--- src/design/cpuSettings.svh ---
// Core sizing. Data and instructions share one word width
// Code occupies the lower CPU_CODE_WORDS words of the unified memory
`ifndef CPU_SETTINGS_SVH
`define CPU_SETTINGS_SVH

// Data and instruction width
`define CPU_WORD_BITS 16

// Unified memory depth in words
`define CPU_MEM_WORDS 256

// Code region, PC wraps inside it
`define CPU_CODE_WORDS 128

// General registers, r0 reads as zero
`define CPU_REG_COUNT 8

`endif

--- src/design/isaPkg.sv ---
// Instruction set types. Opcodes outside opcode_t are illegal and trap
`default_nettype none

package isaPkg;

	`include "cpuSettings.svh"

	typedef logic [`CPU_WORD_BITS-1:0] word_t;
	typedef logic [$clog2(`CPU_REG_COUNT)-1:0] regIdx_t;

	// Instruction fields
	//   opcode [15:12], rd [11:9], rs [8:6], rt [5:3], signed imm6 [5:0]
	// Store writes rd to memory at rs+imm6
	// Beqz tests rs, target is pc+1+imm6
	typedef enum logic [3:0] {
		opAdd   = 4'h0,
		opSub   = 4'h1,
		opAnd   = 4'h2,
		opXor   = 4'h3,
		opAddi  = 4'h4,
		opLoad  = 4'h5,
		opStore = 4'h6,
		opBeqz  = 4'h7,
		opHalt  = 4'h8,
		opNop   = 4'h9
	} opcode_t;

endpackage

`default_nettype wire

--- src/design/memPkg.sv ---
// Memory addressing and arbitration types
`default_nettype none

package memPkg;

	`include "cpuSettings.svh"

	typedef logic [$clog2(`CPU_MEM_WORDS)-1:0] memAddr_t;

	// Grant decision, one owner per cycle
	typedef enum logic [1:0] {
		ownNone,
		ownLoad,
		ownData,
		ownFetch
	} memOwner_t;

endpackage

`default_nettype wire

--- src/design/cpuLinks.sv ---
// Links between the pipeline stages and the memory arbiter
// memBus reads are combinational, valid while grant is high
`timescale 1ns/100ps
`default_nettype none

interface memBus;
	import isaPkg::*;
	import memPkg::*;

	logic req;
	logic write;
	memAddr_t addr;
	word_t wdata;
	word_t rdata;
	logic grant;

	modport requester (output req, write, addr, wdata, input rdata, grant);
	modport arbiter (input req, write, addr, wdata, output rdata, grant);
endinterface


interface exMemLink;
	import isaPkg::*;

	logic valid;
	opcode_t op;
	regIdx_t dest;
	logic writesReg;
	word_t result;
	word_t storeData;

	modport producer (output valid, op, dest, writesReg, result, storeData);
	modport consumer (input valid, op, dest, writesReg, result, storeData);
	// Hazard view for decode
	modport monitor (input valid, dest, writesReg);
endinterface

`default_nettype wire

--- src/design/memoryStage.sv ---
// Data access and writeback. The data port always wins arbitration
// Nothing retires or touches memory once halted is set
`timescale 1ns/100ps
`default_nettype none

module memoryStage (
	input logic clk,
	input logic rst,
	exMemLink.consumer fromEx,
	memBus.requester bus,
	output logic wbEn,
	output isaPkg::regIdx_t wbReg,
	output isaPkg::word_t wbData,
	output logic halted
);
	import isaPkg::*;
	import memPkg::*;

	logic active;
	logic isLoad;
	logic isStore;

	assign active = fromEx.valid && !halted;
	assign isLoad = (fromEx.op == opLoad);
	assign isStore = (fromEx.op == opStore);

	assign bus.req = active && (isLoad || isStore);
	assign bus.write = isStore;
	assign bus.addr = memAddr_t'(fromEx.result);
	assign bus.wdata = fromEx.storeData;

	// Also the retire trace, r0 writes are dropped
	assign wbEn = active && fromEx.writesReg && (fromEx.dest != '0);
	assign wbReg = fromEx.dest;
	assign wbData = (isLoad && bus.grant) ? bus.rdata : fromEx.result;

	always_ff @(posedge clk) begin
		if (rst) begin
			halted <= 1'b0;
		end else if (fromEx.valid && fromEx.op == opHalt) begin
			halted <= 1'b1;
		end
	end

endmodule

`default_nettype wire

--- src/flat_wrapper.sv ---
// flat-port wrapper written by rule: the top's interface ports become plain ports
module memoryStage_flat import isaPkg::*; import memPkg::*;
  (clk, rst, wbEn, wbReg, wbData, halted, fromEx_valid, fromEx_op, fromEx_dest, fromEx_writesReg, fromEx_result, fromEx_storeData, bus_req, bus_write, bus_addr, bus_wdata, bus_rdata, bus_grant);
  exMemLink fromEx_i ();
  memBus bus_i ();
  input logic clk;
  input logic rst;
  output logic wbEn;
  output isaPkg::regIdx_t wbReg;
  output isaPkg::word_t wbData;
  output logic halted;
  input wire logic [$bits(fromEx_i.valid)-1:0] fromEx_valid;
  input wire logic [$bits(fromEx_i.op)-1:0] fromEx_op;
  input wire logic [$bits(fromEx_i.dest)-1:0] fromEx_dest;
  input wire logic [$bits(fromEx_i.writesReg)-1:0] fromEx_writesReg;
  input wire logic [$bits(fromEx_i.result)-1:0] fromEx_result;
  input wire logic [$bits(fromEx_i.storeData)-1:0] fromEx_storeData;
  output wire logic [$bits(bus_i.req)-1:0] bus_req;
  output wire logic [$bits(bus_i.write)-1:0] bus_write;
  output wire logic [$bits(bus_i.addr)-1:0] bus_addr;
  output wire logic [$bits(bus_i.wdata)-1:0] bus_wdata;
  input wire logic [$bits(bus_i.rdata)-1:0] bus_rdata;
  input wire logic [$bits(bus_i.grant)-1:0] bus_grant;
  assign fromEx_i.valid = fromEx_valid;
  assign fromEx_i.op = fromEx_op;
  assign fromEx_i.dest = fromEx_dest;
  assign fromEx_i.writesReg = fromEx_writesReg;
  assign fromEx_i.result = fromEx_result;
  assign fromEx_i.storeData = fromEx_storeData;
  assign bus_req = bus_i.req;
  assign bus_write = bus_i.write;
  assign bus_addr = bus_i.addr;
  assign bus_wdata = bus_i.wdata;
  assign bus_i.rdata = bus_rdata;
  assign bus_i.grant = bus_grant;
  memoryStage u_core (.clk(clk), .rst(rst), .fromEx(fromEx_i), .bus(bus_i), .wbEn(wbEn), .wbReg(wbReg), .wbData(wbData), .halted(halted));
endmodule
--- config.mk ---
export PLATFORM = sky130hd
export DESIGN_NAME = memoryStage_flat
export DESIGN_NICKNAME = d
export VERILOG_FILES = /design/src/design/isaPkg.sv /design/src/design/memPkg.sv /design/src/design/cpuLinks.sv /design/src/design/memoryStage.sv /design/src/flat_wrapper.sv
export VERILOG_INCLUDE_DIRS = /design/src /design/src/design
export SDC_FILE = /design/constraint.sdc
export NUM_CORES = 1
export LEC_CHECK = 0
export BUFFER_PORTS_ARGS = -buffer_cell sky130_fd_sc_hd__buf_2
export CAP_MARGIN = 20
export CORE_MARGIN = 2
export CORE_UTILIZATION = 27
export DETAILED_ROUTE_END_ITERATION = 10
export PLACE_DENSITY = 0.89
export RECOVER_POWER = 100
export SLEW_MARGIN = 20
export SYNTH_ARGS = -nofsm -noshare
export SYNTH_HDL_FRONTEND = slang
export SYNTH_SLANG_ARGS = --single-unit
--- constraint.sdc ---
create_clock -name clk -period 3.4 [get_ports clk]
set_input_delay 0.17 -clock clk [delete_from_list [all_inputs] [get_ports clk]]
set_output_delay 0.17 -clock clk [all_outputs]
set_load 0.01 [all_outputs]
==> metrics.yaml <==
finish:
  max_flop_register: "u_core.halted"
  drive_gt1_frac: 0.578
  nets: 164
  reg.largest.list: "u_core.halted (1)"
  finalInstanceArea_um2: 656
  fillers: 230
  largest_reg_flops: 1
  areaGrowthSynthToFinish_pct: 19.1
  antennaDiodeCount: 0
detailed_routing:
  drc_errors: 0
  wl_met1_um: 519
  antenna_left: 0
  wl_per_cell_um: 11.0
  routed_wl_um: 1420
  top_layer_used: "met4"
  routed_via_density: 4.20
  wl_met3_um: 216
  num_vias: 542
  firstDrtPassIters: 4
  drtIter0Drc: 6
  met2WireLength_um: 673
worst_setup_path:
  worstSetupPathType: "primary input to output port"
  critPathRequiredTime_ns: 3.23
  endpoint_kind: "output port"
  rrSetupSlack_ns: 2.77
  r2r_cells: 2
  arrival_ns: 1.62
  crit_top_cell: "buf_2"
  cp-start-kind: "primary input"
  cp_cell_sequence: "buf_2 -> nand2b_4 -> or3_1 -> mux2_1 -> buf_2"
  endpoint: "wbData[11]"
  max_stage_delay_ns: 0.63
  rr_endpoint: "u_core.halted"
  worstPathMaxFanout: 16
  worstReg2RegStart: "u_core.halted"
  startpoint: "fromEx_op[3]"
  crit_slowest_cell: "or3_1"
status:
  run_status: "finished clean"
synth:
  synth_area_leaders: "buf_4 37%, mux2_4 27%, mux2_2 12%"
  synthDistinctLibCells: 16
  yosysWarnings: 0
  ys_ff_latch: 1
  post-synth-top-area-fraction: 0.368
  synth-simple-area-share: 0.116
  synthTopCellsByCount: "27 x buf_4, 10 x mux2_4, 6 x mux2_2"
  synth_largest_area_cell: "buf_4"
  netlist_area_um2: 551
  async_reset_ff_frac: 0
  synth_cells: 57
  yosysSeqAreaShare: 0.0364
  yosysMostFrequentCell: "buf_4"
  synth_edf_count: 0
  synthAdderAreaFrac: 0
  synth.avg_cell_area_um2: 9.66
  synth_mux_area_frac: 0.395
  synth_ff_type: "dfxtp_1"
  synth_xor_area_frac: 0.0159
  synth-compound-area-share: 0.0114
  syn_nets: 117
  synth_top_family_by_area: "buffers and inverters"
timing:
  skew_ns: 0
  final_max_slew_viol_count: 0
  period_share: 0.526
  setup_viol: 0
  max_freq_ghz: 0.559
  hold_viol: 0
  relSlewSlack: 0.574
  rsz0062_at_grt: "no"
  finalSetupTns_ns: 0
  worst_slew_pin_slew_ns: 0.639
  layout_min_cycle_time_ns: 1.79
floorplanning:
  io_pins: 107
  die_w_um: 49.2
  dieArea_mm2: 0.00242
  row_count: 16
  core_area_mm2: 0.00194
  dieHeight_um: 49.2
  start_util: 0.284
power:
  vdd_drop_max_uv: 68.0
  p_int_w: 0.0000498
  clkPwrFrac: 0
  p_per_area_mw_per_mm2: 125
  power.switching_w: 0.0000324
  sequentialPowerShare: 0.152
  p_comb_frac: 0.848
  leakagePower_nw: 0.329
  swShare: 0.395
clock_tree:
  post_cts_buffers: 0
  hold_buffers: 0
  clk_pin_slew_ns: 0
  cts_resized: 0
  clkLatencyLatePin_ns: 0
global_route:
  grt_pass1_vias: 429
  antenna_found_initial: 0
  grt_first_pass_wirelength_um: 1920
  overflow: 0
  grt_max_degree: 17
  grt_usage: 0.0954
job:
  maxCapViolations: 0
worst_hold_path:
  hp-start: "rst"
  min_path_type: "primary input to flip-flop"
  hold_depth: 2
placed_design:
  io_buffer_count: 74
  hpwl_um: 1230
  routabilityCongestion: 0.645
  placed_cell_area_um2: 721
==> layout make-up <==
cell class | instances | area (um2) | area share
timing repair buffer | 74 | 343 | 0.523
multi-input combinational | 27 | 259 | 0.395
tap | 27 | 33.8 | 0.0515
sequential | 1 | 20.0 | 0.0305
==> stage by stage <==
step / total power [W] / utilization / setup WS [ns] / hold slack (ns) / cells
after floorplan: 0.0000759 / - / 2.00 / 0.242 / 57
after global placement: 0.0000912 / 0.371 / 1.57 / 0.327 / 129
after global routing: 0.0000882 / 0.338 / 1.53 / 0.340 / 129
final: 0.0000822 / 0.338 / 1.61 / 0.327 / 129
after CTS: 0.0000925 / 0.371 / 1.56 / 0.328 / 129
after detailed placement: 0.0000923 / 0.371 / 1.56 / 0.327 / 129
==> cells in the final DEF, fill, tap and decap left out, types with 2 or more instances in the layout <==
cell type  count
buf_2         52
clkbuf_1      22
mux2_1        10
mux2_2         6
nor3_1         2
==> worst min-delay path by stage <==
stage | endpoint | slack, ns
2_1_floorplan | u_core.halted | 0.24
3_3_place_gp | u_core.halted | 0.33
3_5_place_dp | u_core.halted | 0.33
4_1_cts | u_core.halted | 0.33
5_1_grt | bus_wdata[11] | 0.34
6_report | u_core.halted | 0.33
==> critical path: cells and delay by family <==
kind                   cells  cell delay, ns
muxes                      1            0.43
buffers and inverters      2            0.25
and+or+nand+nor            2            0.76
==> power groups by stage <==
| stage | clock, W | combinational [W] | sequential, W |
|---|---|---|---|
| 2_1_floorplan | 0 | 0.0000634 | 0.0000126 |
| 3_3_place_gp | 0 | 0.0000787 | 0.0000125 |
| 6_report | 0 | 0.0000697 | 0.0000125 |
| 3_5_place_dp | 0 | 0.0000798 | 0.0000125 |
| 5_1_grt | 0 | 0.0000757 | 0.0000125 |
| 4_1_cts | 0 | 0.0000800 | 0.0000125 |
==> per-layer routing <==
| metal | GRT usage | vias up |
|---|---|---|
| met5 | 0 | - |
| met4 | 0.00476 | 0 |
| met3 | 0.0399 | 2 |
| met2 | 0.198 | 51 |
| met1 | 0.0870 | 228 |
| li1 | - | 261 |
==> logic make-up (layout without fill, tap and decap cells) <==
logic type / after synthesis / in the layout
AND/OR/NAND/NOR: 9 / 9
flip-flops: 1 / 1
XOR/XNOR: 1 / 1
AO/OA/AOI/OAI: 1 / 1
buffers and inverters: 29 / 74
multiplexers: 16 / 16
Note: power is estimated with default switching activity, not from simulation.
