File: src/design/cpuSettings.svh
// Core sizing. Data and instructions share one word width
// Code occupies the lower CPU_CODE_WORDS words of the unified memory
`ifndef CPU_SETTINGS_SVH
`define CPU_SETTINGS_SVH

// Data and instruction width
`define CPU_WORD_BITS 16

// Unified memory depth in words
`define CPU_MEM_WORDS 256

// Code region, PC wraps inside it
`define CPU_CODE_WORDS 128

// General registers, r0 reads as zero
`define CPU_REG_COUNT 8

`endif

File: src/design/isaPkg.sv
// Instruction set types. Opcodes outside opcode_t are illegal and trap
`default_nettype none

package isaPkg;

	`include "cpuSettings.svh"

	typedef logic [`CPU_WORD_BITS-1:0] word_t;
	typedef logic [$clog2(`CPU_REG_COUNT)-1:0] regIdx_t;

	// Instruction fields
	//   opcode [15:12], rd [11:9], rs [8:6], rt [5:3], signed imm6 [5:0]
	// Store writes rd to memory at rs+imm6
	// Beqz tests rs, target is pc+1+imm6
	typedef enum logic [3:0] {
		opAdd   = 4'h0,
		opSub   = 4'h1,
		opAnd   = 4'h2,
		opXor   = 4'h3,
		opAddi  = 4'h4,
		opLoad  = 4'h5,
		opStore = 4'h6,
		opBeqz  = 4'h7,
		opHalt  = 4'h8,
		opNop   = 4'h9
	} opcode_t;

endpackage

`default_nettype wire

File: src/design/memPkg.sv
// Memory addressing and arbitration types
`default_nettype none

package memPkg;

	`include "cpuSettings.svh"

	typedef logic [$clog2(`CPU_MEM_WORDS)-1:0] memAddr_t;

	// Grant decision, one owner per cycle
	typedef enum logic [1:0] {
		ownNone,
		ownLoad,
		ownData,
		ownFetch
	} memOwner_t;

endpackage

`default_nettype wire

File: src/design/cpuLinks.sv
// Links between the pipeline stages and the memory arbiter
// memBus reads are combinational, valid while grant is high
`timescale 1ns/100ps
`default_nettype none


interface decExLink;
	import isaPkg::*;
	import memPkg::*;

	logic valid;
	opcode_t op;
	regIdx_t dest;
	logic writesReg;
	word_t aVal;
	word_t bVal;
	word_t imm;
	memAddr_t pc;

	modport producer (output valid, op, dest, writesReg, aVal, bVal, imm, pc);
	modport consumer (input valid, op, dest, writesReg, aVal, bVal, imm, pc);
endinterface

interface exMemLink;
	import isaPkg::*;

	logic valid;
	opcode_t op;
	regIdx_t dest;
	logic writesReg;
	word_t result;
	word_t storeData;

	modport producer (output valid, op, dest, writesReg, result, storeData);
	modport consumer (input valid, op, dest, writesReg, result, storeData);
	// Hazard view for decode
	modport monitor (input valid, dest, writesReg);
endinterface

`default_nettype wire

File: src/design/executeStage.sv
// ALU and branch resolution. Load and store addresses land in the data half
`timescale 1ns/100ps
`default_nettype none

module executeStage (
	input logic clk,
	input logic rst,
	decExLink.consumer fromDec,
	exMemLink.producer toMem,
	output logic redirect,
	output memPkg::memAddr_t redirectPc
);
	import isaPkg::*;
	import memPkg::*;

	word_t result;
	word_t addrSum;
	memAddr_t effAddr;

	assign addrSum = fromDec.aVal + fromDec.imm;
	// Top address bit forced, so data never overlaps code
	assign effAddr = memAddr_t'(addrSum) | {1'b1, {($bits(memAddr_t)-1){1'b0}}};

	always_comb begin
		case (fromDec.op)
			opAdd: result = fromDec.aVal + fromDec.bVal;
			opSub: result = fromDec.aVal - fromDec.bVal;
			opAnd: result = fromDec.aVal & fromDec.bVal;
			opXor: result = fromDec.aVal ^ fromDec.bVal;
			opAddi: result = addrSum;
			opLoad, opStore: result = word_t'(effAddr);
			default: result = '0;
		endcase
	end

	// Taken beqz redirects for this one cycle
	assign redirect = fromDec.valid && (fromDec.op == opBeqz) && (fromDec.aVal == '0);
	assign redirectPc = fromDec.pc + memAddr_t'(1) + memAddr_t'(fromDec.imm);

	always_ff @(posedge clk) begin
		if (rst) begin
			toMem.valid <= 1'b0;
		end else begin
			toMem.valid <= fromDec.valid;
		end
	end

	always_ff @(posedge clk) begin
		toMem.op <= fromDec.op;
		toMem.dest <= fromDec.dest;
		toMem.writesReg <= fromDec.writesReg;
		toMem.result <= result;
		toMem.storeData <= fromDec.bVal;
	end

endmodule

`default_nettype wire

File: src/flat_wrapper.sv
// flat-port wrapper written by rule: the top's interface ports become plain ports
module executeStage_flat import isaPkg::*; import memPkg::*;
  (clk, rst, redirect, redirectPc, fromDec_valid, fromDec_op, fromDec_dest, fromDec_writesReg, fromDec_aVal, fromDec_bVal, fromDec_imm, fromDec_pc, toMem_valid, toMem_op, toMem_dest, toMem_writesReg, toMem_result, toMem_storeData);
  decExLink fromDec_i ();
  exMemLink toMem_i ();
  input logic clk;
  input logic rst;
  output logic redirect;
  output memPkg::memAddr_t redirectPc;
  input wire logic [$bits(fromDec_i.valid)-1:0] fromDec_valid;
  input wire logic [$bits(fromDec_i.op)-1:0] fromDec_op;
  input wire logic [$bits(fromDec_i.dest)-1:0] fromDec_dest;
  input wire logic [$bits(fromDec_i.writesReg)-1:0] fromDec_writesReg;
  input wire logic [$bits(fromDec_i.aVal)-1:0] fromDec_aVal;
  input wire logic [$bits(fromDec_i.bVal)-1:0] fromDec_bVal;
  input wire logic [$bits(fromDec_i.imm)-1:0] fromDec_imm;
  input wire logic [$bits(fromDec_i.pc)-1:0] fromDec_pc;
  output wire logic [$bits(toMem_i.valid)-1:0] toMem_valid;
  output wire logic [$bits(toMem_i.op)-1:0] toMem_op;
  output wire logic [$bits(toMem_i.dest)-1:0] toMem_dest;
  output wire logic [$bits(toMem_i.writesReg)-1:0] toMem_writesReg;
  output wire logic [$bits(toMem_i.result)-1:0] toMem_result;
  output wire logic [$bits(toMem_i.storeData)-1:0] toMem_storeData;
  assign fromDec_i.valid = fromDec_valid;
  assign fromDec_i.op = fromDec_op;
  assign fromDec_i.dest = fromDec_dest;
  assign fromDec_i.writesReg = fromDec_writesReg;
  assign fromDec_i.aVal = fromDec_aVal;
  assign fromDec_i.bVal = fromDec_bVal;
  assign fromDec_i.imm = fromDec_imm;
  assign fromDec_i.pc = fromDec_pc;
  assign toMem_valid = toMem_i.valid;
  assign toMem_op = toMem_i.op;
  assign toMem_dest = toMem_i.dest;
  assign toMem_writesReg = toMem_i.writesReg;
  assign toMem_result = toMem_i.result;
  assign toMem_storeData = toMem_i.storeData;
  executeStage u_core (.clk(clk), .rst(rst), .fromDec(fromDec_i), .toMem(toMem_i), .redirect(redirect), .redirectPc(redirectPc));
endmodule
File: config.mk
export PLATFORM = sky130hd
export DESIGN_NAME = executeStage_flat
export DESIGN_NICKNAME = d
export VERILOG_FILES = /design/src/design/isaPkg.sv /design/src/design/memPkg.sv /design/src/design/cpuLinks.sv /design/src/design/executeStage.sv /design/src/flat_wrapper.sv
export VERILOG_INCLUDE_DIRS = /design/src /design/src/design
export SDC_FILE = /design/constraint.sdc
export NUM_CORES = 1
export LEC_CHECK = 0
export BUFFER_PORTS_ARGS = -buffer_cell sky130_fd_sc_hd__buf_2
export CORE_UTILIZATION = 52
export CTS_BUF_LIST = sky130_fd_sc_hd__clkbuf_2 sky130_fd_sc_hd__clkbuf_4 sky130_fd_sc_hd__clkbuf_8
export CTS_CLUSTER_DIAMETER = 80
export CTS_CLUSTER_SIZE = 25
export DETAILED_ROUTE_END_ITERATION = 7
export PLACE_DENSITY = 0.82
export SETUP_SLACK_MARGIN = 0.5
export SLEW_MARGIN = 25
export SYNTH_ARGS = -nofsm -noshare
export SYNTH_HDL_FRONTEND = slang
export SYNTH_SLANG_ARGS = --single-unit
File: constraint.sdc
create_clock -name clk -period 7.96 [get_ports clk]
set_input_delay 1.592 -clock clk [delete_from_list [all_inputs] [get_ports clk]]
set_output_delay 1.592 -clock clk [all_outputs]
set_load 0.01 [all_outputs]
==> run summary <==
status = finished, final reports clean
post-route DRC violation count = 0
worst min-delay path category = primary input to flip-flop
metal2 WL = 4310 µm
Core ar. = 6350 µm²
#FFs+latches synth = 41
Slew Limit Fails = 0
Fmax = 0.206 GHz
Overall Power = 0.654 mW
Sequential Area = 821 µm²
io pins = 117
Port Buf Inserts = 116
area grow syn2layout = 23.0%
synthesized area per cell = 8.76 µm²
crit path max fanout = 2
Vias/cell = 5.85
number of global-route vias before repair = 3351
height of the die = 82.9 µm
worst vdd ir = 144 µV
switching share of power = 33.6%
nets@finish = 629
Gate power share = 39.3%
total die area = 6880 µm²
register area share after synthesis = 24.1%
Routed WL = 9130 µm
drt pass-1 iters = 6
type of the worst setup path = primary input to primary output
share of layout cells above drive strength 1 = 26.9%
largest net degree at the start of global routing = 15
Critical Path RT = 6.37 ns
Async S/R FF share, synth = 0%
GPL Wtd Cong = 0.922
1st-iter DRT viols = 184
TNS Setup = 0 ns
Slew headroom = 28.4%
average wire per standard cell = 15.7 µm
ANT nets after route = 0
Tmin final = 4.85 ns
Post-CTS Setup Repair Bufs = 0
mapped cell area = 3410 µm²
synth warn = 0
first-pass GRT wire length = 15200 µm
startpoint types = primary input
H-tree depth = 2
CTS tree = done
CP endpoint kind = primary output
NetSw = 0.220 mW
area of the multi-input gates = 2500 µm²
WL met1 = 3980 µm
CP Data Arrival Time = 3.25 ns
detailed placement HPWL = 7350 µm
Reg clk slew, reported paths = 0.08 ns
Hold-fix buffers, CTS = 0
post-CTS sizing = 0
Initial Utilization = 53.6%
Clock power frac = 26.4%
final setup fails = 0
sequential fraction of design power = 34.3%
EDFF count, synth = 0
cell-by-cell trace of the critical path = buf_2 -> inv_1 -> ha_1 -> inv_1 -> fa_1 -> nand2_1 -> nand2_1 -> a21oi_1 -> o21bai_1 -> a21oi_1 -> xnor2_1 -> buf_2
GR Overflow Total = 0
Synth Instances = 389
Net Count, Synth = 513
Clock Tree Root = clkbuf_8
ANT cells = 0
Hold Slack = 1.40 ns
Inserted Clock Buffers = 5
pwr dens = 156 nW/µm²
CTS max path bufs = 2
internal power = 0.434 mW
fin crit share = 60.9%
vias post-DR = 3413
crit-path max cell delay = 0.39 ns
Netlist cell types = 53
critical path's top delay family = adder cells
# clock sinks = 41
Top Layer Used = met4
Max Cap Violations = 0
Final Hold Fails = 0
met3 routed WL = 593 µm
# rows = 29
Tot GR Track Use = 26.8%
LEAKAGE = 2.01 nW
worst path bufs/invs = 4
Die W = 82.9 µm
initial antenna violation count = 0
slowest CP cell = fa_1
Worst Max-Slew Pin Slew = 1.07 ns
top_reg_cell synth = dfxtp_1
unrepaired setup endpoints after global routing = false
fillcell total = 539
kinds of logic (layout without fill, tap and decap cells):
logic type               count (synthesis)  in the layout  share of synthesized area (%)
buffers and inverters                   26            143                           2.98
flip-flops                              41             41                           24.1
adder cells (fa/ha/maj)                 57             57                           21.6
AND/OR/NAND/NOR                         93             93                           14.7
XOR/XNOR                                48             48                           12.3
AO/OA/AOI/OAI                          124            124                           24.3
path summary, 6_finish.rpt:
check / startpoint / to / slack [ns] / cells past startpoint
max: fromDec_imm[0] / redirectPc[6] / 3.11 / 12
min: fromDec_dest[1] / u_core.toMem.dest[1] / 1.40 / 1
flip-flops by register name, indices dropped and copies added (netlist names):
register,count
u_core.toMem.dest,3
u_core.toMem.op,4
u_core.toMem.result,16
u_core.toMem.storeData,16
u_core.toMem.valid,1
u_core.toMem.writesReg,1
stage by stage:
stage	instance area (µm²)	setup WS (ns)	utilization, %	instances
floorplan	3410	3.45	-	389
global placement	4060	3.19	64.0	575
detailed placement	4060	3.12	64.0	575
CTS	4180	3.11	65.9	583
global route	4190	2.99	66.0	583
finish	4190	3.11	66.0	583
synthesized netlist by cell type, types with 4 or more instances:
library cell   n  share of area [%]
ha_1          54                 20
dfxtp_1       41                 24
a21oi_1       39                5.7
o21ai_0       29                4.3
xnor2_1       26                6.7
nand2_1       24                2.6
xor2_1        22                5.7
inv_1         19                2.1
nor2_1        19                2.1
a222oi_1      10                2.9
nor3_1        10                1.5
a21o_1         9                2.0
nand2b_1       8                1.5
nand3_1        6               0.88
a221o_1        4                1.2
a31oi_1        4               0.73
clkbuf_1       4               0.44
nor2b_1        4               0.73
per-layer routing:
metal | GRT usage [%] | vias to the layer above
li1 | - | 1679
met1 | 34.1 | 1576
met2 | 46.1 | 137
met3 | 3.58 | 21
met4 | 10.0 | 0
met5 | 0 | -
cell type report:
class                           count  area share (%)
Inverter                           19            1.70
Sequential cell                    41            19.6
Clock inverter                      2           0.896
Tap cell                           77            2.30
Timing Repair Buffer              116            13.9
Multi-Input combinational cell    322            59.7
Clock buffer                        6            1.97
layout by cell type, fill, tap and decap left out, types with 2 or more instances in the layout:
cell type  instances
buf_2            116
ha_1              54
dfxtp_1           41
a21oi_1           39
o21ai_0           29
xnor2_1           26
nand2_1           24
xor2_1            22
inv_1             19
nor2_1            19
a222oi_1          10
a21o_1             9
nor3_1             9
nand2b_1           8
nand3_1            6
clkbuf_8           6
a31oi_1            4
nor2b_1            4
a221o_1            4
or3_1              3
o21bai_1           3
o21a_1             3
nand4_1            3
a211oi_1           3
o31ai_1            3
fa_1               3
o41ai_1            2
and2_1             2
a22oi_1            2
o211ai_1           2
or4_1              2
nor4_1             2
power groups by stage:
| stage | combinational (mW) | clock, mW | sequential, mW |
|---|---|---|---|
| after floorplan | 0.160 | 0 | 0.239 |
| after global placement | 0.246 | 0 | 0.229 |
| after detailed placement | 0.253 | 0 | 0.230 |
| after CTS | 0.255 | 0.177 | 0.225 |
| after global routing | 0.285 | 0.183 | 0.226 |
| final | 0.257 | 0.173 | 0.225 |
Power figures use the tool's default switching activity.
