**config.mk**
```make
export PLATFORM = sky130hd
export DESIGN_NAME = decodeStage_flat
export DESIGN_NICKNAME = d
export VERILOG_FILES = /design/src/design/isaPkg.sv /design/src/design/memPkg.sv /design/src/design/cpuLinks.sv /design/src/design/decodeStage.sv /design/src/flat_wrapper.sv
export VERILOG_INCLUDE_DIRS = /design/src /design/src/design
export SDC_FILE = /design/constraint.sdc
export NUM_CORES = 1
export LEC_CHECK = 0
export BUFFER_PORTS_ARGS = -buffer_cell sky130_fd_sc_hd__buf_4
export CORE_MARGIN = 2
export CORE_UTILIZATION = 57
export DETAILED_ROUTE_END_ITERATION = 10
export PLACE_DENSITY_LB_ADDON = 0.1
export SKIP_CTS_REPAIR_TIMING = 1
export SYNTH_ARGS = -nofsm -noshare
export SYNTH_HDL_FRONTEND = slang
export SYNTH_SLANG_ARGS = --single-unit
```
**constraint.sdc**
```tcl
create_clock -name clk -period 2.2 [get_ports clk]
set_input_delay 0.22 -clock clk [delete_from_list [all_inputs] [get_ports clk]]
set_output_delay 0.22 -clock clk [all_outputs]
set_load 0.02 [all_outputs]
```
**src/design/cpuSettings.svh**
```systemverilog
// Core sizing. Data and instructions share one word width
// Code occupies the lower CPU_CODE_WORDS words of the unified memory
`ifndef CPU_SETTINGS_SVH
`define CPU_SETTINGS_SVH

// Data and instruction width
`define CPU_WORD_BITS 16

// Unified memory depth in words
`define CPU_MEM_WORDS 256

// Code region, PC wraps inside it
`define CPU_CODE_WORDS 128

// General registers, r0 reads as zero
`define CPU_REG_COUNT 8

`endif

```
**src/design/isaPkg.sv**
```systemverilog
// Instruction set types. Opcodes outside opcode_t are illegal and trap
`default_nettype none

package isaPkg;

	`include "cpuSettings.svh"

	typedef logic [`CPU_WORD_BITS-1:0] word_t;
	typedef logic [$clog2(`CPU_REG_COUNT)-1:0] regIdx_t;

	// Instruction fields
	//   opcode [15:12], rd [11:9], rs [8:6], rt [5:3], signed imm6 [5:0]
	// Store writes rd to memory at rs+imm6
	// Beqz tests rs, target is pc+1+imm6
	typedef enum logic [3:0] {
		opAdd   = 4'h0,
		opSub   = 4'h1,
		opAnd   = 4'h2,
		opXor   = 4'h3,
		opAddi  = 4'h4,
		opLoad  = 4'h5,
		opStore = 4'h6,
		opBeqz  = 4'h7,
		opHalt  = 4'h8,
		opNop   = 4'h9
	} opcode_t;

endpackage

`default_nettype wire

```
**src/design/memPkg.sv**
```systemverilog
// Memory addressing and arbitration types
`default_nettype none

package memPkg;

	`include "cpuSettings.svh"

	typedef logic [$clog2(`CPU_MEM_WORDS)-1:0] memAddr_t;

	// Grant decision, one owner per cycle
	typedef enum logic [1:0] {
		ownNone,
		ownLoad,
		ownData,
		ownFetch
	} memOwner_t;

endpackage

`default_nettype wire

```
**src/design/cpuLinks.sv**
```systemverilog
// Links between the pipeline stages and the memory arbiter
// memBus reads are combinational, valid while grant is high
`timescale 1ns/100ps
`default_nettype none


interface decExLink;
	import isaPkg::*;
	import memPkg::*;

	logic valid;
	opcode_t op;
	regIdx_t dest;
	logic writesReg;
	word_t aVal;
	word_t bVal;
	word_t imm;
	memAddr_t pc;

	modport producer (output valid, op, dest, writesReg, aVal, bVal, imm, pc);
	modport consumer (input valid, op, dest, writesReg, aVal, bVal, imm, pc);
endinterface

interface exMemLink;
	import isaPkg::*;

	logic valid;
	opcode_t op;
	regIdx_t dest;
	logic writesReg;
	word_t result;
	word_t storeData;

	modport producer (output valid, op, dest, writesReg, result, storeData);
	modport consumer (input valid, op, dest, writesReg, result, storeData);
	// Hazard view for decode
	modport monitor (input valid, dest, writesReg);
endinterface

`default_nettype wire

```
**src/design/decodeStage.sv**
```systemverilog
// Register file, decode and interlock. No forwarding, so any pending writer
// of a source in execute or memory stalls decode and a bubble is issued
`timescale 1ns/100ps
`default_nettype none

`include "cpuSettings.svh"

module decodeStage (
	input logic clk,
	input logic rst,
	input isaPkg::word_t instr,
	input memPkg::memAddr_t instrPc,
	input logic instrValid,
	input logic redirect,
	input logic wbEn,
	input isaPkg::regIdx_t wbReg,
	input isaPkg::word_t wbData,
	output logic stall,
	output logic err,
	decExLink.producer toEx,
	exMemLink.monitor exMon
);
	import isaPkg::*;

	word_t regs [`CPU_REG_COUNT];

	opcode_t op;
	regIdx_t rd;
	regIdx_t srcA;
	regIdx_t srcB;
	word_t immExt;
	word_t aVal;
	word_t bVal;
	logic usesA;
	logic usesB;
	logic writes;
	logic illegal;
	logic hazA;
	logic hazB;
	logic exBusy;
	logic memBusy;

	assign op = opcode_t'(instr[15:12]);
	assign rd = instr[11:9];
	assign srcA = instr[8:6];
	// Store reads its data from rd
	assign srcB = (op == opStore) ? instr[11:9] : instr[5:3];
	assign immExt = {{(`CPU_WORD_BITS-6){instr[5]}}, instr[5:0]};

	always_comb begin
		usesA = 1'b0;
		usesB = 1'b0;
		writes = 1'b0;
		illegal = 1'b0;
		case (op)
			opAdd, opSub, opAnd, opXor: begin
				usesA = 1'b1;
				usesB = 1'b1;
				writes = 1'b1;
			end
			opAddi, opLoad: begin
				usesA = 1'b1;
				writes = 1'b1;
			end
			opStore: begin
				usesA = 1'b1;
				usesB = 1'b1;
			end
			opBeqz: begin
				usesA = 1'b1;
			end
			opHalt, opNop: begin
			end
			default: begin
				illegal = 1'b1;
			end
		endcase
	end

	// Same-cycle writeback is visible to the read
	assign aVal = (srcA == '0) ? '0 : (wbEn && wbReg == srcA) ? wbData : regs[srcA];
	assign bVal = (srcB == '0) ? '0 : (wbEn && wbReg == srcB) ? wbData : regs[srcB];

	assign exBusy = toEx.valid && toEx.writesReg;
	assign memBusy = exMon.valid && exMon.writesReg;
	assign hazA = (srcA != '0) && ((exBusy && toEx.dest == srcA) ||
		(memBusy && exMon.dest == srcA));
	assign hazB = (srcB != '0) && ((exBusy && toEx.dest == srcB) ||
		(memBusy && exMon.dest == srcB));
	assign stall = instrValid && ((usesA && hazA) || (usesB && hazB));

	always_ff @(posedge clk) begin
		if (wbEn && wbReg != '0) begin
			regs[wbReg] <= wbData;
		end
	end

	always_ff @(posedge clk) begin
		if (rst) begin
			toEx.valid <= 1'b0;
			err <= 1'b0;
		end else begin
			toEx.valid <= instrValid && !stall && !redirect && !illegal;
			// Sticky until the next reset
			if (instrValid && !redirect && illegal) begin
				err <= 1'b1;
			end
		end
	end

	always_ff @(posedge clk) begin
		toEx.op <= op;
		toEx.dest <= rd;
		toEx.writesReg <= writes;
		toEx.aVal <= aVal;
		toEx.bVal <= bVal;
		toEx.imm <= immExt;
		toEx.pc <= instrPc;
	end

endmodule

`default_nettype wire

```
**src/flat_wrapper.sv**
```systemverilog
// flat-port wrapper written by rule: the top's interface ports become plain ports
module decodeStage_flat import isaPkg::*;
  (clk, rst, instr, instrPc, instrValid, redirect, wbEn, wbReg, wbData, stall, err, toEx_valid, toEx_op, toEx_dest, toEx_writesReg, toEx_aVal, toEx_bVal, toEx_imm, toEx_pc, exMon_valid, exMon_dest, exMon_writesReg);
  decExLink toEx_i ();
  exMemLink exMon_i ();
  input logic clk;
  input logic rst;
  input isaPkg::word_t instr;
  input memPkg::memAddr_t instrPc;
  input logic instrValid;
  input logic redirect;
  input logic wbEn;
  input isaPkg::regIdx_t wbReg;
  input isaPkg::word_t wbData;
  output logic stall;
  output logic err;
  output wire logic [$bits(toEx_i.valid)-1:0] toEx_valid;
  output wire logic [$bits(toEx_i.op)-1:0] toEx_op;
  output wire logic [$bits(toEx_i.dest)-1:0] toEx_dest;
  output wire logic [$bits(toEx_i.writesReg)-1:0] toEx_writesReg;
  output wire logic [$bits(toEx_i.aVal)-1:0] toEx_aVal;
  output wire logic [$bits(toEx_i.bVal)-1:0] toEx_bVal;
  output wire logic [$bits(toEx_i.imm)-1:0] toEx_imm;
  output wire logic [$bits(toEx_i.pc)-1:0] toEx_pc;
  input wire logic [$bits(exMon_i.valid)-1:0] exMon_valid;
  input wire logic [$bits(exMon_i.dest)-1:0] exMon_dest;
  input wire logic [$bits(exMon_i.writesReg)-1:0] exMon_writesReg;
  assign toEx_valid = toEx_i.valid;
  assign toEx_op = toEx_i.op;
  assign toEx_dest = toEx_i.dest;
  assign toEx_writesReg = toEx_i.writesReg;
  assign toEx_aVal = toEx_i.aVal;
  assign toEx_bVal = toEx_i.bVal;
  assign toEx_imm = toEx_i.imm;
  assign toEx_pc = toEx_i.pc;
  assign exMon_i.valid = exMon_valid;
  assign exMon_i.dest = exMon_dest;
  assign exMon_i.writesReg = exMon_writesReg;
  decodeStage u_core (.clk(clk), .rst(rst), .instr(instr), .instrPc(instrPc), .instrValid(instrValid), .redirect(redirect), .wbEn(wbEn), .wbReg(wbReg), .wbData(wbData), .stall(stall), .err(err), .toEx(toEx_i), .exMon(exMon_i));
endmodule
```
==> results of run 1 <==
==> per-stage QoR <==
step / TNS (ns) / area [sq um] / setup WS (ns)
floorplan: 0 / 8200 / 0.0792
detailed placement: -1.36 / 9470 / -0.137
global placement: -1.17 / 9470 / -0.111
CTS: -0.246 / 10100 / -0.246
finish: 0 / 10500 / 0.0159
global route: -0.0439 / 10500 / -0.0439
==> state kept, by name, summed over array words and instances, names as in the netlist, 3 cells and up <==
register,cells
u_core.toEx.imm,6
u_core.toEx.dest,3
u_core.toEx.pc,8
u_core.toEx.op,4
u_core.toEx.bVal,16
u_core.regs,128
u_core.toEx.aVal,16
==> logic make-up after synthesis <==
group,count (synthesis),share of synthesized area [%]
flops,184,61.0
buf+inv,53,3.72
xor+xnor,10,1.08
simple gates,113,7.04
other cells,1,0.0460
mux,117,19.4
compound gates,90,7.76
==> critical path, delay by kind of cell <==
kind	cells	cell delay, ns
buf+inv	3	0.83
compound gates	4	0.80
simple gates	1	0.10
==> where the power goes <==
| part | total [uW] | switching, uW | internal, uW |
|---|---|---|---|
| sequential | 3990 | 82.9 | 3910 |
| clock | 3160 | 1390 | 1770 |
| combinational | 1270 | 682 | 588 |
| total | 8420 | 2150 | 6260 |
==> layer usage <==
| layer | vias to the layer above | share of wire [%] | global-route usage [%] |
|---|---|---|---|
| met1 | 2822 | 39 | 36.0 |
| met5 | - | 0 | 0 |
| met3 | 47 | 8.3 | 5.81 |
| met4 | 0 | 2.2 | 9.02 |
| li1 | 2501 | - | - |
| met2 | 275 | 50 | 45.2 |
==> layout make-up <==
cell class	instances	share of cell area, %
Sequential cell	184	47.5
Multi-Input combinational cell	346	29.4
Timing Repair Buffer	182	14.8
Clock buffer	21	4.72
Tap cell	180	2.15
Clock inverter	11	1.17
Inverter	8	0.287
==> cell usage after synthesis (all sizes together) (3+ instances only) <==
cell | instances | area (sq um)
a22oi | 33 | 248
nand2b | 6 | 37.5
xor2 | 7 | 61.3
and2 | 3 | 18.8
buf | 35 | 231
inv | 8 | 30.0
dfxtp | 56 | 1120
mux2i | 84 | 845
nand2 | 9 | 33.8
xnor2 | 3 | 26.3
nor3 | 23 | 165
edfxtp | 128 | 3840
a21oi | 38 | 228
o21ai | 3 | 15.0
clkbuf | 10 | 41.3
nand3 | 5 | 25.0
mux4 | 32 | 721
nor2 | 59 | 221
==> final timing paths <==
path	from	to	slack, ns	depth (start not counted)
setup / recovery	instr[9]	stall	0.02	8
hold / removal	wbData[1]	u_core.regs[5][1]	0.04	1
setup reg to reg	u_core.regs[7][0]	u_core.toEx.aVal[0]	0.68	5
hold reg to reg	u_core.err	u_core.err	0.48	2
==> out/results.md, run 1 <==
| Group | Quantity | Value |
| --- | --- | --- |
| finish | Most frequent standard cell in the layout excluding fill and tap cells | sky130_fd_sc_hd__buf_4 |
| logic synthesis | Ys async rst share | 0% |
| min path | Worst hold-check path type | input pin to register |
| sta | Clock period minus worst slack | 2.18 ns |
| die | Area inside the core boundary | 13,900 sq um |
| die | X dimension of the die | 124 um |
| route | DRC marker count from the first detailed-route iteration | 618 |
| logic synthesis | Post-synth EDFFs | 128 |
| global route | Via count of the first global-routing pass | 5,481 |
| logic synthesis | Number of cells produced by synthesis | 568 |
| route | Residual antenna-violating net count after detailed routing | 0 |
| logic synthesis | Synthesized area | 8140 sq um |
| sta | Post-route fraction of the period consumed by the critical path | 99.3% |
| sta | WHS | 0.0369 ns |
| route | Via/cell ratio | 6.06 |
| place | Number of cells after detailed placement | 876 |
| finish | Number of fillers in the final layout | 869 |
| clock tree | Clock transition at the register clock pins on the worst setup and hold paths after CTS | 0.07 ns |
| power | Worst voltage drop across the vdd grid | 0.000671 V |
| worst setup path | Worst path cell trace | dlygate4sd3_1 -> buf_4 -> nand3_1 -> a2bb2o_4 -> a2111oi_4 -> o21ai_2 -> a21boi_2 -> buf_4 |
| finish | Ratio of cells with drive above 1 in the final layout | 35.5% |
| global route | GR Overflow Total | 0 |
| die | Number of top-level pins | 120 |
| finish | Number of antenna diodes | 0 |
| die | Initial Util | 58.4% |
| status | Status | finished clean |
| finish | Post-layout instance count excluding filler cells | 932 |
| flow run | Max capacitance violation total | 0 |
| logic synthesis | Number of distinct library cells after synthesis | 46 |
| worst setup path | Kind of start point of the critical path | input pin |
| route | Overall routed net length | 20,700 um |
| finish | Total Nets Final | 792 |
| finish | Synthesis-to-finish area growth | 28.4% |
| power | Power after layout | 8420 uW |
| sta | Final setup violating endpoints | 0 |
| global route | Global-route usage over all layers | 27.3% |
| worst setup path | Crit. End Element | primary output |
| route | Vias | 5,645 |
| finish | Most frequent cells in the layout | sky130_fd_sc_hd__buf_4 (151), sky130_fd_sc_hd__edfxtp_1 (128), sky130_fd_sc_hd__mux2i_1 (82) |
| power | Pwr per Cell Area | 805 nW/um^2 |
| global route | Maximum number of pins on one net before global-route repair | 41 |
| sta | Pin slew with the least headroom to its limit | 0.542 ns |
| clock tree | Number of sinks driven by the clock tree | 184 |
| finish | Area of the multi-input gates | 3070 sq um |
| finish | Core occupancy in the finished layout | 75.0% |
| logic synthesis | Mean instance size in the synthesized netlist | 14.3 sq um |
| die | Number of core rows | 43 |
| worst setup path | Slowest cell on the critical path | sky130_fd_sc_hd__dlygate4sd3_1 |
| clock tree | TritonCTS clock tree | built |
| worst setup path | Biggest cell delay along the critical path | 0.53 ns |
| clock tree | Root Buffer Master | sky130_fd_sc_hd__clkbuf_16 |
| place | Routability Congestion | 0.884 |
| sta | Count of final max-slew check failures | 0 |
| die | Die ar. | 15,300 sq um |
| clock tree | Count of H-tree levels built during CTS | 4 |
| clock tree | Clock latency on the worst-skew pair | 0.43 ns |
| place | Count of input and output buffers | 119 |
| global route | Wire length of the first global-routing pass | 29,900 um |
| logic synthesis | Most used DFF post-synth | sky130_fd_sc_hd__edfxtp_1 |
| logic synthesis | Number of register bits inferred by synthesis | 184 |
| worst setup path | Data arrival time at the worst-slack endpoint | 1.96 ns |
| logic synthesis | Part of the Yosys area used for sequential elements | 61.0% |
| worst setup path | CP Data Required Time | 1.98 ns |
| clock tree | Number of buffers between clock root and the deepest sink | 2 |
| route | Number of remaining DRC errors | 0 |
| sta | Unrepaired setup endpoints after global routing | yes |
| power | Leakage power total | 0.00412 uW |
| finish | Sequential standard cell area | 4970 sq um |
| worst setup path | Maximum fanout encountered on the critical timing path | 5 |
| sta | Max Clock Freq | 458 MHz |
| sta | Final count of hold timing violations | 0 |
| die | Die span in y | 124 um |
| logic synthesis | Yosys Warn Count | 0 |
| sta | Post-Route Skew | 0.00833 ns |
| place | Post-detail-place hpwl | 12,500 um |
| worst setup path | Worst Path Class, Setup | input pin to primary output |
| global route | Antenna violations before repair | 0 |
| sta | Worst rel slew slack | 63.8% |
| route | Wire per inst | 22.2 um |
| worst setup path | Most used cell, CP | sky130_fd_sc_hd__buf_4 |
| clock tree | Num CTS Buffers | 17 |
| route | Number of search-and-repair iterations in the first detailed-routing pass | 5 |
Power figures use the tool's default switching activity.
==> inputs of run 2 (changes only) <==
- CORE_UTILIZATION: 57 -> 52
- clock period: 2.2 -> 1.9 ns (I/O delays scaled with it)
==> out/results.md, run 2 (same netlist as run 1, synthesis figures left out) <==
| Group | Quantity | Value |
| --- | --- | --- |
| status | Status | complete, but fails checks |
| status | Violated checks | setup timing |
| global route | Via count of the first global-routing pass | 5,442 |
| clock tree | Number of sinks driven by the clock tree | 184 |
| route | Wire per inst | 20.9 um |
| power | Pwr per Cell Area | 912 nW/um^2 |
| die | Initial Util | 53.4% |
| sta | Clock period minus worst slack | 2.19 ns |
| worst setup path | CP Data Required Time | 1.71 ns |
| place | Post-detail-place hpwl | 12,500 um |
| worst setup path | Slowest cell on the critical path | sky130_fd_sc_hd__dfxtp_4 |
| worst setup path | Biggest cell delay along the critical path | 0.35 ns |
| worst setup path | Worst-case reg-to-reg path depth | 6 |
| place | Routability Congestion | 0.873 |
| finish | Register bank with the most flops | u_core.regs |
| finish | Largest registers ranked by flip-flop count | u_core.regs (128), u_core.toEx.aVal (16), u_core.toEx.bVal (16) |
| finish | Ratio of cells with drive above 1 in the final layout | 35.2% |
| sta | Max Clock Freq | 457 MHz |
| worst setup path | Kind of start point of the critical path | register |
| power | Internal cell power | 7090 uW |
| clock tree | Clock latency on the worst-skew pair | 0.44 ns |
| power | Worst voltage drop across the vdd grid | 0.000739 V |
| route | Number of search-and-repair iterations in the first detailed-routing pass | 5 |
| die | X dimension of the die | 129 um |
| power | Leakage power total | 0.00412 uW |
| die | Die span in y | 129 um |
| finish | Total Nets Final | 798 |
| global route | Wire length of the first global-routing pass | 30,000 um |
| clock tree | Count of H-tree levels built during CTS | 4 |
| worst setup path | Maximum fanout encountered on the critical timing path | 3 |
| clock tree | Num CTS Buffers | 17 |
| flow run | Max capacitance violation total | 0 |
| power | Switching power | 2460 uW |
| sta | Post-Route Skew | 0.00550 ns |
| route | Vias | 5,560 |
| die | Area inside the core boundary | 15,300 sq um |
| route | Overall routed net length | 20,300 um |
| min path | Worst hold-check path type | input pin to register |
| finish | Synthesis-to-finish area growth | 28.5% |
| worst setup path | Data arrival time at the worst-slack endpoint | 2.00 ns |
| worst setup path | Worst Path Class, Setup | register to primary output |
| finish | Number of flip-flops under the largest register name | 128 |
| power | Sw Ratio | 25.7% |
| global route | Global-route usage over all layers | 24.7% |
| finish | Number of antenna diodes | 0 |
| finish | Core occupancy in the finished layout | 68.6% |
| die | Die ar. | 16,700 sq um |
| sta | Total Negative Setup Slacks | -0.287 ns |
| sta | Final count of hold timing violations | 0 |
| worst setup path | Number of stages on the worst setup path | 7 |
| clock tree | Number of buffers between clock root and the deepest sink | 2 |
| power | Relative contribution of combinational cells to total power | 15.3% |
| finish | Number of fillers in the final layout | 1,072 |
| power | Register share of total power | 48.5% |
| route | Number of remaining DRC errors | 0 |
| worst setup path | Worst path cell trace | nand2b_4 -> nand3_2 -> a32o_2 -> a2111oi_4 -> o21ai_2 -> a21boi_2 -> buf_6 |
| route | Residual antenna-violating net count after detailed routing | 0 |
| sta | Final setup violating endpoints | 1 |
| power | Proportion of power drawn by the clock network | 36.2% |
| clock tree | Root Buffer Master | sky130_fd_sc_hd__clkbuf_16 |
| route | Via/cell ratio | 5.74 |
| finish | Most frequent standard cell in the layout excluding fill and tap cells | sky130_fd_sc_hd__buf_4 |
| sta | Count of final max-slew check failures | 0 |
| worst setup path | Crit. End Element | primary output |
| clock tree | TritonCTS clock tree | built |
| global route | Antenna violations before repair | 0 |
| die | Number of top-level pins | 120 |
| worst setup path | Largest delay share family, worst path | compound AO/OA/AOI/OAI gates |
| global route | GR Overflow Total | 0 |
| place | Worst slack at placement | -0.355 ns |
| route | DRC marker count from the first detailed-route iteration | 553 |
| finish | Most frequent cells in the layout | sky130_fd_sc_hd__buf_4 (155), sky130_fd_sc_hd__edfxtp_1 (128), sky130_fd_sc_hd__mux2i_1 (82) |
| clock tree | Clock transition at the register clock pins on the worst setup and hold paths after CTS | 0.07 ns |
| sta | Unrepaired setup endpoints after global routing | yes |
| sta | Post-layout worst setup margin | -0.287 ns |
| worst setup path | Number of buffer and inverter instances along the worst setup path | 1 |
| min path | Number of cells on the worst hold path | 1 |
| die | Number of core rows | 45 |
| place | Count of input and output buffers | 119 |
| global route | Maximum number of pins on one net before global-route repair | 45 |
| sta | Post-route fraction of the period consumed by the critical path | 115% |
[run 2: area by class of cell]
cell class              count  area [sq um]  area share [%]
clock buffers              18           439            4.20
clock inverters            14           138            1.32
inverters                   8          30.0           0.287
multi-input cells         346          3050            29.1
flip-flops and latches    184          4970            47.5
well taps                 211           264            2.52
repair buffers            188          1580            15.1
[run 2: path summary, 6_finish.rpt]
path | slack [ns] | endpoint | startpoint
setup reg to reg | 0.37 | u_core.toEx.valid | u_core.toEx.dest[1]
setup / recovery | -0.29 | stall | u_core.toEx.dest[1]
hold reg to reg | 0.50 | u_core.err | u_core.err
hold / removal | 0.006 | u_core.regs[4][13] | wbData[13]
[run 2: routing by layer]
layer / GRT usage (%) / wire (um) / vias up
met5: 0 / 0 / -
met4: 8.50 / 429 / 0
met3: 6.44 / 1230 / 36
met2: 41.3 / 10100 / 215
met1: 31.5 / 8470 / 2797
li1: - / - / 2512
[run 2: power by group through the flow]
stage / Clock, uW / Combinational, uW / Sequential [uW]
3_3_place_gp: 0 / 1360 / 4710
4_1_cts: 3500 / 1400 / 4630
2_1_floorplan: 0 / 653 / 4850
3_5_place_dp: 0 / 1390 / 4720
6_report: 3450 / 1460 / 4630
5_1_grt: 3680 / 1560 / 4650
[run 2: metrics by stage]
step	total power [uW]	std cells	hold slack, ns	area [sq um]
after floorplan	5510	583	0.218	8220
after global placement	6070	911	0.295	9540
after detailed placement	6110	911	0.295	9540
after CTS	9530	943	-0.163	10100
after global routing	9900	969	0.00126	10500
final	9550	969	0.00614	10500
